File: src/verilog/branch_settings.svh
`ifndef BRANCH_SETTINGS_SVH
`define BRANCH_SETTINGS_SVH

// Data and address width of the RV32 core
`define BR_XLEN 32

// Register index width
`define BR_REG_ADDR_W 5

// PC step for link values and not-taken targets
`define BR_PC_INC 32'd4

// Fixed trap and return vectors, no CSR file in this unit
`define BR_ECALL_VEC 32'h0000_0040
`define BR_EBREAK_VEC 32'h0000_0080
`define BR_MRET_VEC 32'h0000_00C0

`endif

File: src/verilog/branch_uop_pkg.sv
`default_nettype none

package branch_uop_pkg;

    // Internal command passed from decode to execute
    typedef enum logic [3:0] {
        CMD_SLT,
        CMD_SLTU,
        CMD_BEQ,
        CMD_BNE,
        CMD_BLT,
        CMD_BGE,
        CMD_BLTU,
        CMD_BGEU,
        CMD_JAL,
        CMD_JALR,
        CMD_ECALL,
        CMD_EBREAK,
        CMD_MRET,
        CMD_ILLEGAL
    } br_cmd_t;

    // Exception cause reported at retire
    typedef enum logic [1:0] {
        EXC_NONE,
        EXC_ILLEGAL,
        EXC_MISALIGNED
    } br_exc_t;

endpackage

`default_nettype wire

File: src/verilog/rv_isa_pkg.sv
`default_nettype none

package rv_isa_pkg;

    // Major opcodes handled by the branch unit
    typedef enum logic [6:0] {
        OPC_OP     = 7'b0110011,
        OPC_BRANCH = 7'b1100011,
        OPC_JAL    = 7'b1101111,
        OPC_JALR   = 7'b1100111,
        OPC_SYSTEM = 7'b1110011
    } rv_opcode_t;

    // funct3 codes of the conditional branches
    typedef enum logic [2:0] {
        F3_BEQ  = 3'b000,
        F3_BNE  = 3'b001,
        F3_BLT  = 3'b100,
        F3_BGE  = 3'b101,
        F3_BLTU = 3'b110,
        F3_BGEU = 3'b111
    } rv_branch_f3_t;

    // Immediate field of the SYSTEM instructions
    typedef enum logic [11:0] {
        SYS_ECALL  = 12'h000,
        SYS_EBREAK = 12'h001,
        SYS_MRET   = 12'h302
    } rv_sys_imm_t;

    // Set-less-than codes on the OP opcode
    localparam logic [2:0] F3_SLT  = 3'b010;
    localparam logic [2:0] F3_SLTU = 3'b011;
    localparam logic [6:0] F7_BASE = 7'b0000000;

endpackage

`default_nettype wire
File: src/verilog/branch_stage_if.sv
`timescale 1ns/100ps
`default_nettype none

`include "branch_settings.svh"

// Decode to execute
interface branch_issue_if import branch_uop_pkg::*; ();
    logic                          valid;
    br_cmd_t                       cmd;
    logic [`BR_XLEN-1:0]           pc;
    logic [`BR_XLEN-1:0]           arg0;
    logic [`BR_XLEN-1:0]           arg1;
    logic [`BR_XLEN-1:0]           imm;
    logic [`BR_REG_ADDR_W-1:0]     rd;
    logic                          predict_taken;

    modport producer (output valid, cmd, pc, arg0, arg1, imm, rd, predict_taken);
    modport consumer (input  valid, cmd, pc, arg0, arg1, imm, rd, predict_taken);
endinterface

// Execute to result
interface branch_exec_if import branch_uop_pkg::*; ();
    logic                          valid;
    br_cmd_t                       cmd;
    // Value for rd
    logic [`BR_XLEN-1:0]           res;
    // Redirect target
    logic [`BR_XLEN-1:0]           jmp;
    logic [`BR_REG_ADDR_W-1:0]     rd;
    logic                          wr_en;
    logic                          mispredict;
    br_exc_t                       exc;

    modport producer (output valid, cmd, res, jmp, rd, wr_en, mispredict, exc);
    modport consumer (input  valid, cmd, res, jmp, rd, wr_en, mispredict, exc);
endinterface

`default_nettype wire

File: src/verilog/branch_decode.sv
`timescale 1ns/100ps
`default_nettype none

`include "branch_settings.svh"

module branch_decode import rv_isa_pkg::*, branch_uop_pkg::*; (
    input  wire logic                      clk,
    input  wire logic                      rst_n,
    input  wire logic                      i_valid,
    input  wire logic [`BR_XLEN-1:0]       i_instr,
    input  wire logic [`BR_XLEN-1:0]       i_pc,
    input  wire logic [`BR_XLEN-1:0]       i_rs1_data,
    input  wire logic [`BR_XLEN-1:0]       i_rs2_data,
    input  wire logic                      i_predict_taken,
    input  wire logic                      i_flush,
    branch_issue_if.producer               o_issue
);
    br_cmd_t                   cmd_d;
    logic [`BR_XLEN-1:0]       imm_d;
    logic [`BR_REG_ADDR_W-1:0] rd_d;
    logic [2:0]                funct3;
    logic                      dec_valid;

    assign funct3 = i_instr[14:12];

    // Classify and pick the immediate format
    always_comb begin
        cmd_d = CMD_ILLEGAL;
        imm_d = '0;
        rd_d  = '0;
        case (rv_opcode_t'(i_instr[6:0]))
            OPC_OP: begin
                rd_d = i_instr[11:7];
                if (i_instr[31:25] == F7_BASE && funct3 == F3_SLT) begin
                    cmd_d = CMD_SLT;
                end else if (i_instr[31:25] == F7_BASE && funct3 == F3_SLTU) begin
                    cmd_d = CMD_SLTU;
                end
            end
            OPC_BRANCH: begin
                // B format, bit 0 always zero
                imm_d = {{(`BR_XLEN-12){i_instr[31]}}, i_instr[7], i_instr[30:25],
                         i_instr[11:8], 1'b0};
                case (rv_branch_f3_t'(funct3))
                    F3_BEQ:  cmd_d = CMD_BEQ;
                    F3_BNE:  cmd_d = CMD_BNE;
                    F3_BLT:  cmd_d = CMD_BLT;
                    F3_BGE:  cmd_d = CMD_BGE;
                    F3_BLTU: cmd_d = CMD_BLTU;
                    F3_BGEU: cmd_d = CMD_BGEU;
                    default: cmd_d = CMD_ILLEGAL;
                endcase
            end
            OPC_JAL: begin
                cmd_d = CMD_JAL;
                rd_d  = i_instr[11:7];
                imm_d = {{(`BR_XLEN-20){i_instr[31]}}, i_instr[19:12], i_instr[20],
                         i_instr[30:21], 1'b0};
            end
            OPC_JALR: begin
                rd_d  = i_instr[11:7];
                imm_d = {{(`BR_XLEN-12){i_instr[31]}}, i_instr[31:20]};
                if (funct3 == 3'b000) begin
                    cmd_d = CMD_JALR;
                end
            end
            OPC_SYSTEM: begin
                // rd, rs1 and funct3 must all be zero
                if (i_instr[19:7] == '0) begin
                    case (rv_sys_imm_t'(i_instr[31:20]))
                        SYS_ECALL:  cmd_d = CMD_ECALL;
                        SYS_EBREAK: cmd_d = CMD_EBREAK;
                        SYS_MRET:   cmd_d = CMD_MRET;
                        default:    cmd_d = CMD_ILLEGAL;
                    endcase
                end
            end
            default: cmd_d = CMD_ILLEGAL;
        endcase
    end

    always_ff @(posedge clk or negedge rst_n) begin
        if (!rst_n) begin
            dec_valid <= 1'b0;
        end else begin
            dec_valid <= i_valid;
        end
    end

    // Operands carry no reset
    always_ff @(posedge clk) begin
        o_issue.cmd           <= cmd_d;
        o_issue.pc            <= i_pc;
        o_issue.arg0          <= i_rs1_data;
        o_issue.arg1          <= i_rs2_data;
        o_issue.imm           <= imm_d;
        o_issue.rd            <= rd_d;
        o_issue.predict_taken <= i_predict_taken;
    end

    // Held item is younger than the redirecting one, drop it on flush
    assign o_issue.valid = dec_valid & ~i_flush;

endmodule

`default_nettype wire

File: src/verilog/branch_execute.sv
`timescale 1ns/100ps
`default_nettype none

`include "branch_settings.svh"

module branch_execute import branch_uop_pkg::*; (
    input  wire logic          clk,
    input  wire logic          rst_n,
    input  wire logic          i_flush,
    branch_issue_if.consumer   i_issue,
    branch_exec_if.producer    o_exec
);
    logic [`BR_XLEN-1:0] pc_next;
    logic [`BR_XLEN-1:0] br_target;
    logic [`BR_XLEN-1:0] jalr_sum;
    logic                eq;
    logic                lt_s;
    logic                lt_u;

    logic [`BR_XLEN-1:0] res_c;
    logic [`BR_XLEN-1:0] jmp_c;
    logic                taken_c;
    logic                checked_c;
    logic                forced_c;
    logic                wr_en_c;
    logic                illegal_c;
    logic                mispredict_c;
    logic                misaligned_c;
    br_exc_t             exc_c;

    // Shared compare and adder logic
    assign pc_next   = i_issue.pc + `BR_PC_INC;
    assign br_target = i_issue.pc + i_issue.imm;
    assign jalr_sum  = i_issue.arg0 + i_issue.imm;
    assign eq        = (i_issue.arg0 == i_issue.arg1);
    assign lt_s      = ($signed(i_issue.arg0) < $signed(i_issue.arg1));
    assign lt_u      = (i_issue.arg0 < i_issue.arg1);

    always_comb begin
        res_c     = '0;
        jmp_c     = pc_next;
        taken_c   = 1'b0;
        checked_c = 1'b0;
        forced_c  = 1'b0;
        wr_en_c   = 1'b0;
        illegal_c = 1'b0;
        case (i_issue.cmd)
            CMD_SLT: begin
                res_c   = {{(`BR_XLEN-1){1'b0}}, lt_s};
                wr_en_c = 1'b1;
            end
            CMD_SLTU: begin
                res_c   = {{(`BR_XLEN-1){1'b0}}, lt_u};
                wr_en_c = 1'b1;
            end
            // Conditional branches, outcome checked against the prediction
            CMD_BEQ: begin
                checked_c = 1'b1;
                taken_c   = eq;
            end
            CMD_BNE: begin
                checked_c = 1'b1;
                taken_c   = ~eq;
            end
            CMD_BLT: begin
                checked_c = 1'b1;
                taken_c   = lt_s;
            end
            CMD_BGE: begin
                checked_c = 1'b1;
                taken_c   = ~lt_s;
            end
            CMD_BLTU: begin
                checked_c = 1'b1;
                taken_c   = lt_u;
            end
            CMD_BGEU: begin
                checked_c = 1'b1;
                taken_c   = ~lt_u;
            end
            CMD_JAL: begin
                res_c     = pc_next;
                checked_c = 1'b1;
                taken_c   = 1'b1;
                wr_en_c   = 1'b1;
            end
            // Always treated as unpredicted
            CMD_JALR: begin
                res_c    = pc_next;
                jmp_c    = {jalr_sum[`BR_XLEN-1:1], 1'b0};
                taken_c  = 1'b1;
                forced_c = 1'b1;
                wr_en_c  = 1'b1;
            end
            CMD_ECALL: begin
                jmp_c    = `BR_ECALL_VEC;
                taken_c  = 1'b1;
                forced_c = 1'b1;
            end
            CMD_EBREAK: begin
                jmp_c    = `BR_EBREAK_VEC;
                taken_c  = 1'b1;
                forced_c = 1'b1;
            end
            CMD_MRET: begin
                jmp_c    = `BR_MRET_VEC;
                taken_c  = 1'b1;
                forced_c = 1'b1;
            end
            default: illegal_c = 1'b1;
        endcase

        // Predicted paths jump to pc + imm when taken
        if (checked_c && taken_c) begin
            jmp_c = br_target;
        end

        mispredict_c = forced_c | (checked_c & (taken_c ^ i_issue.predict_taken));
        misaligned_c = taken_c & (jmp_c[1:0] != 2'b00);

        if (illegal_c) begin
            exc_c = EXC_ILLEGAL;
        end else if (misaligned_c) begin
            exc_c = EXC_MISALIGNED;
        end else begin
            exc_c = EXC_NONE;
        end
    end

    always_ff @(posedge clk or negedge rst_n) begin
        if (!rst_n) begin
            o_exec.valid      <= 1'b0;
            o_exec.wr_en      <= 1'b0;
            o_exec.mispredict <= 1'b0;
            o_exec.exc        <= EXC_NONE;
        end else begin
            // Item coming from decode is younger than the redirect
            o_exec.valid      <= i_issue.valid & ~i_flush;
            o_exec.wr_en      <= wr_en_c & (exc_c == EXC_NONE);
            o_exec.mispredict <= mispredict_c & (exc_c == EXC_NONE);
            o_exec.exc        <= exc_c;
        end
    end

    always_ff @(posedge clk) begin
        o_exec.cmd <= i_issue.cmd;
        o_exec.res <= res_c;
        o_exec.jmp <= jmp_c;
        o_exec.rd  <= i_issue.rd;
    end

endmodule

`default_nettype wire

File: src/verilog/branch_result.sv
`timescale 1ns/100ps
`default_nettype none

`include "branch_settings.svh"

module branch_result import branch_uop_pkg::*; (
    input  wire logic                      clk,
    input  wire logic                      rst_n,
    branch_exec_if.consumer                i_exec,
    output      logic                      o_flush,
    output      logic                      o_retire,
    output      logic                      o_wb_valid,
    output      logic [`BR_REG_ADDR_W-1:0] o_wb_rd,
    output      logic [`BR_XLEN-1:0]       o_wb_data,
    output      logic                      o_redirect,
    output      logic [`BR_XLEN-1:0]       o_redirect_pc,
    output      logic                      o_mispredict,
    output      logic                      o_exception,
    output      br_exc_t                   o_exc_cause
);
    logic in_valid;
    logic has_exc;
    logic wb_cmd;

    // Squash the item behind a redirect
    assign in_valid = i_exec.valid & ~o_flush;
    assign has_exc  = (i_exec.exc != EXC_NONE);

    // Only these commands own a destination register
    assign wb_cmd = i_exec.cmd inside {CMD_SLT, CMD_SLTU, CMD_JAL, CMD_JALR};

    always_ff @(posedge clk or negedge rst_n) begin
        if (!rst_n) begin
            o_retire     <= 1'b0;
            o_wb_valid   <= 1'b0;
            o_redirect   <= 1'b0;
            o_mispredict <= 1'b0;
            o_exception  <= 1'b0;
            o_exc_cause  <= EXC_NONE;
        end else begin
            o_retire     <= in_valid;
            o_wb_valid   <= in_valid & wb_cmd & i_exec.wr_en & (i_exec.rd != '0);
            o_redirect   <= in_valid & (i_exec.mispredict | has_exc);
            o_mispredict <= in_valid & i_exec.mispredict;
            o_exception  <= in_valid & has_exc;
            o_exc_cause  <= in_valid ? i_exec.exc : EXC_NONE;
        end
    end

    // Exceptions trap through the EBREAK vector
    always_ff @(posedge clk) begin
        o_wb_rd       <= i_exec.rd;
        o_wb_data     <= i_exec.res;
        o_redirect_pc <= has_exc ? `BR_EBREAK_VEC : i_exec.jmp;
    end

    // One-cycle pulse alongside the redirect
    assign o_flush = o_redirect;

endmodule

`default_nettype wire

File: src/verilog/branch_unit_top.sv
`timescale 1ns/100ps
`default_nettype none

`include "branch_settings.svh"

module branch_unit_top import branch_uop_pkg::*; (
    input  wire logic                      clk,
    input  wire logic                      rst_n,
    input  wire logic                      i_valid,
    input  wire logic [`BR_XLEN-1:0]       i_instr,
    input  wire logic [`BR_XLEN-1:0]       i_pc,
    input  wire logic [`BR_XLEN-1:0]       i_rs1_data,
    input  wire logic [`BR_XLEN-1:0]       i_rs2_data,
    input  wire logic                      i_predict_taken,
    output      logic                      o_retire,
    output      logic                      o_wb_valid,
    output      logic [`BR_REG_ADDR_W-1:0] o_wb_rd,
    output      logic [`BR_XLEN-1:0]       o_wb_data,
    output      logic                      o_redirect,
    output      logic [`BR_XLEN-1:0]       o_redirect_pc,
    output      logic                      o_mispredict,
    output      logic                      o_exception,
    output      br_exc_t                   o_exc_cause
);
    // Redirect kill for the younger stages
    logic flush;

    branch_issue_if issue_bus ();
    branch_exec_if  exec_bus ();

    branch_decode i_branch_decode (
        .clk             (clk),
        .rst_n           (rst_n),
        .i_valid         (i_valid),
        .i_instr         (i_instr),
        .i_pc            (i_pc),
        .i_rs1_data      (i_rs1_data),
        .i_rs2_data      (i_rs2_data),
        .i_predict_taken (i_predict_taken),
        .i_flush         (flush),
        .o_issue         (issue_bus.producer)
    );

    branch_execute i_branch_execute (
        .clk     (clk),
        .rst_n   (rst_n),
        .i_flush (flush),
        .i_issue (issue_bus.consumer),
        .o_exec  (exec_bus.producer)
    );

    branch_result i_branch_result (
        .clk           (clk),
        .rst_n         (rst_n),
        .i_exec        (exec_bus.consumer),
        .o_flush       (flush),
        .o_retire      (o_retire),
        .o_wb_valid    (o_wb_valid),
        .o_wb_rd       (o_wb_rd),
        .o_wb_data     (o_wb_data),
        .o_redirect    (o_redirect),
        .o_redirect_pc (o_redirect_pc),
        .o_mispredict  (o_mispredict),
        .o_exception   (o_exception),
        .o_exc_cause   (o_exc_cause)
    );

endmodule

`default_nettype wire

File: config.mk
export PLATFORM = sky130hd
export DESIGN_NAME = branch_unit_top
export DESIGN_NICKNAME = d
export VERILOG_FILES = /design/src/verilog/branch_uop_pkg.sv /design/src/verilog/rv_isa_pkg.sv /design/src/verilog/branch_stage_if.sv /design/src/verilog/branch_decode.sv /design/src/verilog/branch_execute.sv /design/src/verilog/branch_result.sv /design/src/verilog/branch_unit_top.sv
export VERILOG_INCLUDE_DIRS = /design/src /design/src/verilog
export SDC_FILE = /design/constraint.sdc
export NUM_CORES = 1
export LEC_CHECK = 0
export BUFFER_PORTS_ARGS = -buffer_cell sky130_fd_sc_hd__clkbuf_2
export CAP_MARGIN = 30
export CORE_UTILIZATION = 51
export DETAILED_ROUTE_END_ITERATION = 16
export PLACE_DENSITY = 0.78
export SLEW_MARGIN = 20
export SYNTH_ARGS = -nofsm -noshare
export SYNTH_HDL_FRONTEND = slang
export SYNTH_SLANG_ARGS = --single-unit
File: constraint.sdc
create_clock -name clk -period 2.65 [get_ports clk]
set_clock_uncertainty 0.05 [all_clocks]
set_input_delay 0.53 -clock clk [delete_from_list [all_inputs] [get_ports clk]]
set_output_delay 0.53 -clock clk [all_outputs]
set_load 0.005 [all_outputs]
Yosys cells after proc, flatten, opt, wreduce, memory -nomap -nowiden
Cells that the tools add are included.

storage, ports and cells
  word-level logic and storage cells = 119
  bits of input ports = 132
  register bits after elaboration = 293
  output and inout port bits = 76

operators by class
  $add $sub $neg = 3
  reduce and logical (&&, ||, !) cells = 21
  equal/unequal tests = 30
  bitwise logic cells = 20
  multiplexer cells = 18
  order comparisons = 2

operators by type and width
  kind                                                                      count
  32-bit one-hot mux with 3 select lines                                    2
  32-bit one-hot mux with 4 select lines                                    1
  32-bit adder                                                              2
  32-bit less-than comparator                                               2
  32-bit by 3-bit adder with 32-bit output (second input constant)          1
  32-bit equality test                                                      1
  32-bit two-way mux                                                        1
  4-bit equality test (second input constant)                               7
  7-bit equality test (second input constant)                               4
  4-bit one-hot mux with 6 select lines                                     1
  4-bit one-hot mux with 5 select lines                                     1
  4-bit by 3-bit equality test with 1-bit output (second input constant)    4
  1-bit AND                                                                 13
  13-bit logical NOT                                                        1
  13-bit OR reduction                                                       1
  12-bit by 1-bit equality test with 1-bit output (second input constant)   1
  12-bit by 10-bit equality test with 1-bit output (second input constant)  1
  3-bit equality test (second input constant)                               4
  12-bit logical NOT                                                        1
  4-bit two-way mux                                                         3
  3-bit one-hot mux with 3 select lines                                     1
  4-bit by 1-bit equality test with 1-bit output (second input constant)    2
  4-bit by 2-bit equality test with 1-bit output (second input constant)    2
  4-bit logical NOT                                                         2
  other kinds (22)                                                          35

Logic depth before layout (Yosys ltp)
  depth in word-level cells = 11
  mapped depth = 12
  gate-level depth less buffers = 12

By module
A second synthesis with hierarchy kept.

second synthesis, totals
  cells, all modules = 1,258
  area total of the unflattened synthesis = 12,425.7 µm²

by module, submodules not included
  module          cells each  times used  area an instance (µm²)  seq. area each (µm²)
  branch_execute  916         1           7,344.5                 1,586.5
  branch_decode   220         1           3,236.9                 2,567.5
  branch_result   122         1           1,844.3                 1,556.5

Least setup slack after synthesis
OpenSTA, ideal clock, no wires.

  kind = register to register
  from = reg i_branch_decode.o_issue.imm[30] (netlist name)
  to = reg i_branch_execute.o_exec.jmp[28]
  buffers on the path = 0
  cell stages (with the launch flop) = 11
  slack = -296 ps
  setup time = 115 ps
  arrival time = 2,781 ps
  path through = dfxtp_1 ha_1 nand2_1 or3_1 o22ai_1 or3_1 a41o_1 a221oi_4 xnor2_1 o221ai_1 o21a_1

RTL lines
  element                 RTL line               source
  end signal: assignment  branch_execute.sv:148  o_exec.jmp <= jmp_c;
  end: declaration        branch_stage_if.sv:34  modport producer (output valid, cmd, res, jmp, rd, wr_en, mispredict, exc);

Worst setup path after layout
  from = reg i_branch_decode.o_issue.arg1[27]
  to = reg i_branch_execute.o_exec.jmp[19]

on the way
  word-level cells in the longest chain between the ends = 5
  elaborated cells on any way between the ends = 9

RTL lines
  element                                              RTL line                                                          source
  start: declaration                                   branch_stage_if.sv:17                                             modport producer (output valid, cmd, pc, arg0, arg1, imm, rd, predict_taken);
  start signal: assignment                             branch_decode.sv:95                                               o_issue.arg1 <= i_rs2_data;
  32-bit less-than comparator (tied with other cells)  branch_execute.sv:37                                              assign lt_u = (i_issue.arg0 < i_issue.arg1);
  1-bit NOT (on tied branches)                         branch_execute.sv:79, branch_execute.sv:63, branch_execute.sv:71
  1-bit one-hot mux with 7 select lines *              branch_execute.sv:47                                              case (i_issue.cmd)
  1-bit logical AND *                                  branch_execute.sv:114                                             if (checked_c && taken_c) begin
  32-bit two-way mux *                                 branch_execute.sv:114
  named net i_branch_execute.jmp_c[19]                 branch_execute.sv:21                                              logic [`BR_XLEN-1:0] jmp_c;

The timed path passes the listed nets; every way through them passes the cells marked *.
A chain may end at the register's enable or synchronous reset.

==> flow_summary.yaml <==
status:
  violations: "setup timing"
  status: "finished, violations left"
logic_synthesis:
  ys_async_sr_fraction_pct: 4.64
  synth_area_per_cell_um2: 9.67
  synth_cells: 1236
  synth_cell_types: 69
  syn_area_mm2: 0.0119
  syn_nets: 1464
  synth_edf_count: 0
  synth_ff_type: "dfxtp_1"
  synth_seq_cells: 280
  ys_seq_area_share_pct: 47.5
  synth_warnings: 0
sta:
  slew_headroom_pct: 63.3
  fin_ws_ns: -0.440
  tns_ns: -11.12
  fmax_mhz: 324
  drv_slew: 0
  finalSetupViolations: 35
  worst_slew_pin_slew_ns: 0.546
  period_minus_slack_ns: 3.09
  grt_setup_unrepaired: "true"
  holdWs_ns: 0.0413
  finalCritPeriodShare_pct: 117
  final_hold_viol_count: 0
power_and_ir_drop:
  p_switching_mw: 2.26
  clockPowerShare_pct: 42.1
  p_leak_nw: 7.97
  internal-power_mw: 7.44
  pwr-share-comb_pct: 11.5
  p_sw_share_pct: 23.3
  p_per_area_mw_per_mm2: 587
  peakVddDrop_mv: 0.565
  finalPower_mw: 9.70
  seq_power_share_pct: 46.4
final_layout:
  syn_to_final_growth_pct: 38.3
  drive_above_1_share_pct: 33.5
  layout_commonest_cell: "dfxtp_1"
  num_antenna_cells: 0
  nets: 1892
  seq_area_mm2: 0.00569
  multi_input_comb_area_mm2: 0.00637
  final_cell_mix: "dfxtp_1 (254), buf_4 (212), clkbuf_2 (207), nor2_1 (107), ha_1 (84)"
  n_fill_cell: 1682
worst_setup_path:
  setup.worst_path.start: "i_branch_decode.o_issue.arg1[27]$_DFF_P_"
  r2r-start: "i_branch_decode.o_issue.arg1[27]$_DFF_P_"
  cp_top_family: "simple AND/OR/NAND/NOR gates"
  cp_cell_sequence: "inv_2, ha_4, nand4_1, buf_4, nor4_4, buf_4, nand4_1, and2_4, nor3b_4, xnor2_2, a211oi_4, buf_6, buf_12, mux2_4"
  max_stage_delay_ns: 0.33
  path_max_fanout: 8
  worst-path-buf-inv: 5
  arrival_ns: 3.46
  slowest_stage: "dfxtp_2"
  crit_type: "reg -> reg"
  rrSetupSlack_ns: -0.44
  cp.depth: 14
  crit_required_ns: 3.02
  worstRegToRegCells: 14
  end_kind: "flip-flop"
  rr_endpoint: "i_branch_execute.o_exec.jmp[19]$_DFF_P_"
  endpoint: "i_branch_execute.o_exec.jmp[19]$_DFF_P_"
  cp-start-kind: "flip-flop"
global_routing:
  grt_first_pass_wirelength_mm: 52.7
  grt_overflow: 0
  grt_pass1_vias: 10300
  grtUsageTotal_pct: 27.7
  antenna_found_initial: 0
  grt_max_degree: 32
cts:
  cts_sinks: 280
  cts_tree: "yes"
  cts.clk_slew.worst_paths_ns: 0.07
  cts-root-buf: "clkbuf_16"
  cts_buffers: 26
  h-tree-depth: 1
  clock_latency_ns: 0.53
  clk_path_buf_depth: 3
floorplan:
  die_y_um: 155
  coreArea_mm2: 0.0228
  start_util_pct: 52.5
  row_count: 55
  die_area_mm2: 0.0240
  io_pins: 208
  die_w_um: 155
placed_design:
  portBuffers: 207
  preCtsSetupSlack_ns: -0.571
  gp_congestion: 0.995
  dpl.hpwl_mm: 25.7
drt:
  ant_nets: 0
  route.detailed.drc: 0
  drt_iter0_drc: 838
  vias_per_cell: 5.33
  detail_route.first_pass.iterations: 5
  avgRoutedWirePerCell_um: 16.7
  num_vias: 10600
  wirelength_mm: 33.4
worst_hold_path:
  holdPathStages: 1
  hold_path.class: "in -> reg"
job:
  drv_cap: 0
[power by group through the flow]
stage | clock network [mW] | registers [mW] | logic, mW
finish | 4.09 | 4.50 | 1.11
global route | 4.32 | 4.52 | 1.21
CTS | 4.14 | 4.50 | 1.07
detailed placement | 0 | 4.59 | 1.01
global placement | 0 | 4.58 | 0.986
floorplan | 0 | 4.57 | 0.515
[metrics by stage]
stage,cell area [µm²],util (%),cells
after floorplan,12000,-,1236
after global placement,14900,65.6,1934
after detailed placement,14900,65.6,1934
after CTS,16400,71.8,1995
after global routing,16500,72.5,1997
final,16500,72.5,1997
[how the worst min path moves through the flow]
stage                                                         from                                  endpoint  slack (ns)
after floorplan                                              rst_n       i_branch_decode.dec_valid$_DFF_PN0_        0.18
after detailed placement  i_branch_decode.o_issue.rd[4]$_SDFF_PN0_     i_branch_execute.o_exec.rd[4]$_DFF_P_        0.26
final                                                     i_pc[30]    i_branch_decode.o_issue.pc[30]$_DFF_P_        0.04
after CTS                                            i_rs2_data[5]   i_branch_decode.o_issue.arg1[5]$_DFF_P_        0.03
after global routing                                i_rs2_data[29]  i_branch_decode.o_issue.arg1[29]$_DFF_P_        0.02
after global placement     i_branch_execute.o_exec.res[28]$_DFF_P_     i_branch_result.o_wb_data[28]$_DFF_P_        0.26
[sequential cells by signal, indices dropped and copies added, names as in the netlist, 2 cells and up]
| register | count |
|---|---|
| i_branch_decode.o_issue.arg0 | 32 |
| i_branch_decode.o_issue.arg1 | 32 |
| i_branch_decode.o_issue.pc | 32 |
| i_branch_execute.o_exec.jmp | 32 |
| i_branch_execute.o_exec.res | 32 |
| i_branch_result.o_redirect_pc | 32 |
| i_branch_result.o_wb_data | 32 |
| i_branch_decode.o_issue.imm | 21 |
| i_branch_decode.o_issue.rd | 5 |
| i_branch_execute.o_exec.rd | 5 |
| i_branch_result.o_wb_rd | 5 |
| i_branch_decode.o_issue.cmd | 4 |
| i_branch_execute.o_exec.cmd | 2 |
| i_branch_execute.o_exec.exc | 2 |
| i_branch_result.o_exc_cause | 2 |
[final cells by class]
cell class,instances,area share [%]
Sequential cell,280,34.4
Multi-Input combinational cell,859,38.5
Clock buffer,35,4.76
Inverter,64,1.45
Clock inverter,13,1.11
Timing Repair Buffer,433,17.4
Tap cell,313,2.37
[worst reg2reg max path, cell delays in order (launching register included)]
cell and delay [ns]:
dfxtp_2 0.33, inv_2 0.04, ha_4 0.26, nand4_1 0.17
buf_4 0.20, nor4_4 0.23, buf_4 0.18, nand4_1 0.13
and2_4 0.17, nor3b_4 0.16, xnor2_2 0.15, a211oi_4 0.28
buf_6 0.18, buf_12 0.14, mux2_4 0.31
[layer usage]
layer | track usage, % | wire, µm | vias up
li1 | - | - | 5220
met1 | 37.8 | 15000 | 4917
met2 | 45.5 | 15000 | 427
met3 | 3.73 | 2420 | 73
met4 | 8.63 | 950 | 0
met5 | 0 | 0 | -
[Yosys cell counts, types with 3 or more instances]
cell type | instances | area (µm²)
a221oi_1 | 4 | 35.0
inv_1 | 64 | 240
o21bai_1 | 11 | 82.6
xor2_1 | 38 | 333
mux2i_1 | 3 | 30.0
dfxtp_1 | 267 | 5350
and3_1 | 19 | 119
nor2_1 | 108 | 405
o21a_1 | 13 | 97.6
a21oi_1 | 76 | 380
a21o_1 | 41 | 308
clkbuf_1 | 26 | 97.6
o21ai_0 | 43 | 215
nor4_1 | 12 | 75.1
a211o_1 | 4 | 35.0
and4_1 | 6 | 52.6
a211oi_1 | 10 | 75.1
xnor2_1 | 51 | 447
nand3_1 | 28 | 140
dfrtp_1 | 13 | 325
nor3_1 | 23 | 115
a31oi_1 | 10 | 62.6
or3_1 | 8 | 50.1
o221ai_1 | 10 | 87.6
nand2b_1 | 8 | 50.1
o22ai_1 | 21 | 131
a22oi_1 | 3 | 22.5
a22o_1 | 5 | 43.8
buf_2 | 5 | 25.0
nand4_1 | 26 | 163
and2_1 | 48 | 300
ha_1 | 94 | 1180
nor2b_1 | 19 | 119
nand2_1 | 68 | 255
o31ai_1 | 4 | 30.0
a311oi_1 | 3 | 26.3
[cells by family after synthesis]
| logic type | after synthesis | synth area share, % |
|---|---|---|
| AOI/OAI and AO/OA | 285 | 15.9 |
| xor gates and xnor gates | 89 | 6.52 |
| adders and majority gates | 96 | 10.2 |
| buffers and inverters | 97 | 3.16 |
| DFF | 280 | 47.5 |
| muxes | 6 | 0.534 |
| and+or+nand+nor | 383 | 16.2 |
[timing repair]
item | in CTS | in global routing
pin swaps | 33 | 17
hold endpoints to repair | 13 | 0
hold buffers | 1 | 0
buffers inserted | 9 | 2
setup endpoints to repair | 36 | 36
gates resized for setup | 62 | 35
cloned | 3 | 0
No activity file was read; power rests on OpenSTA's default activity.
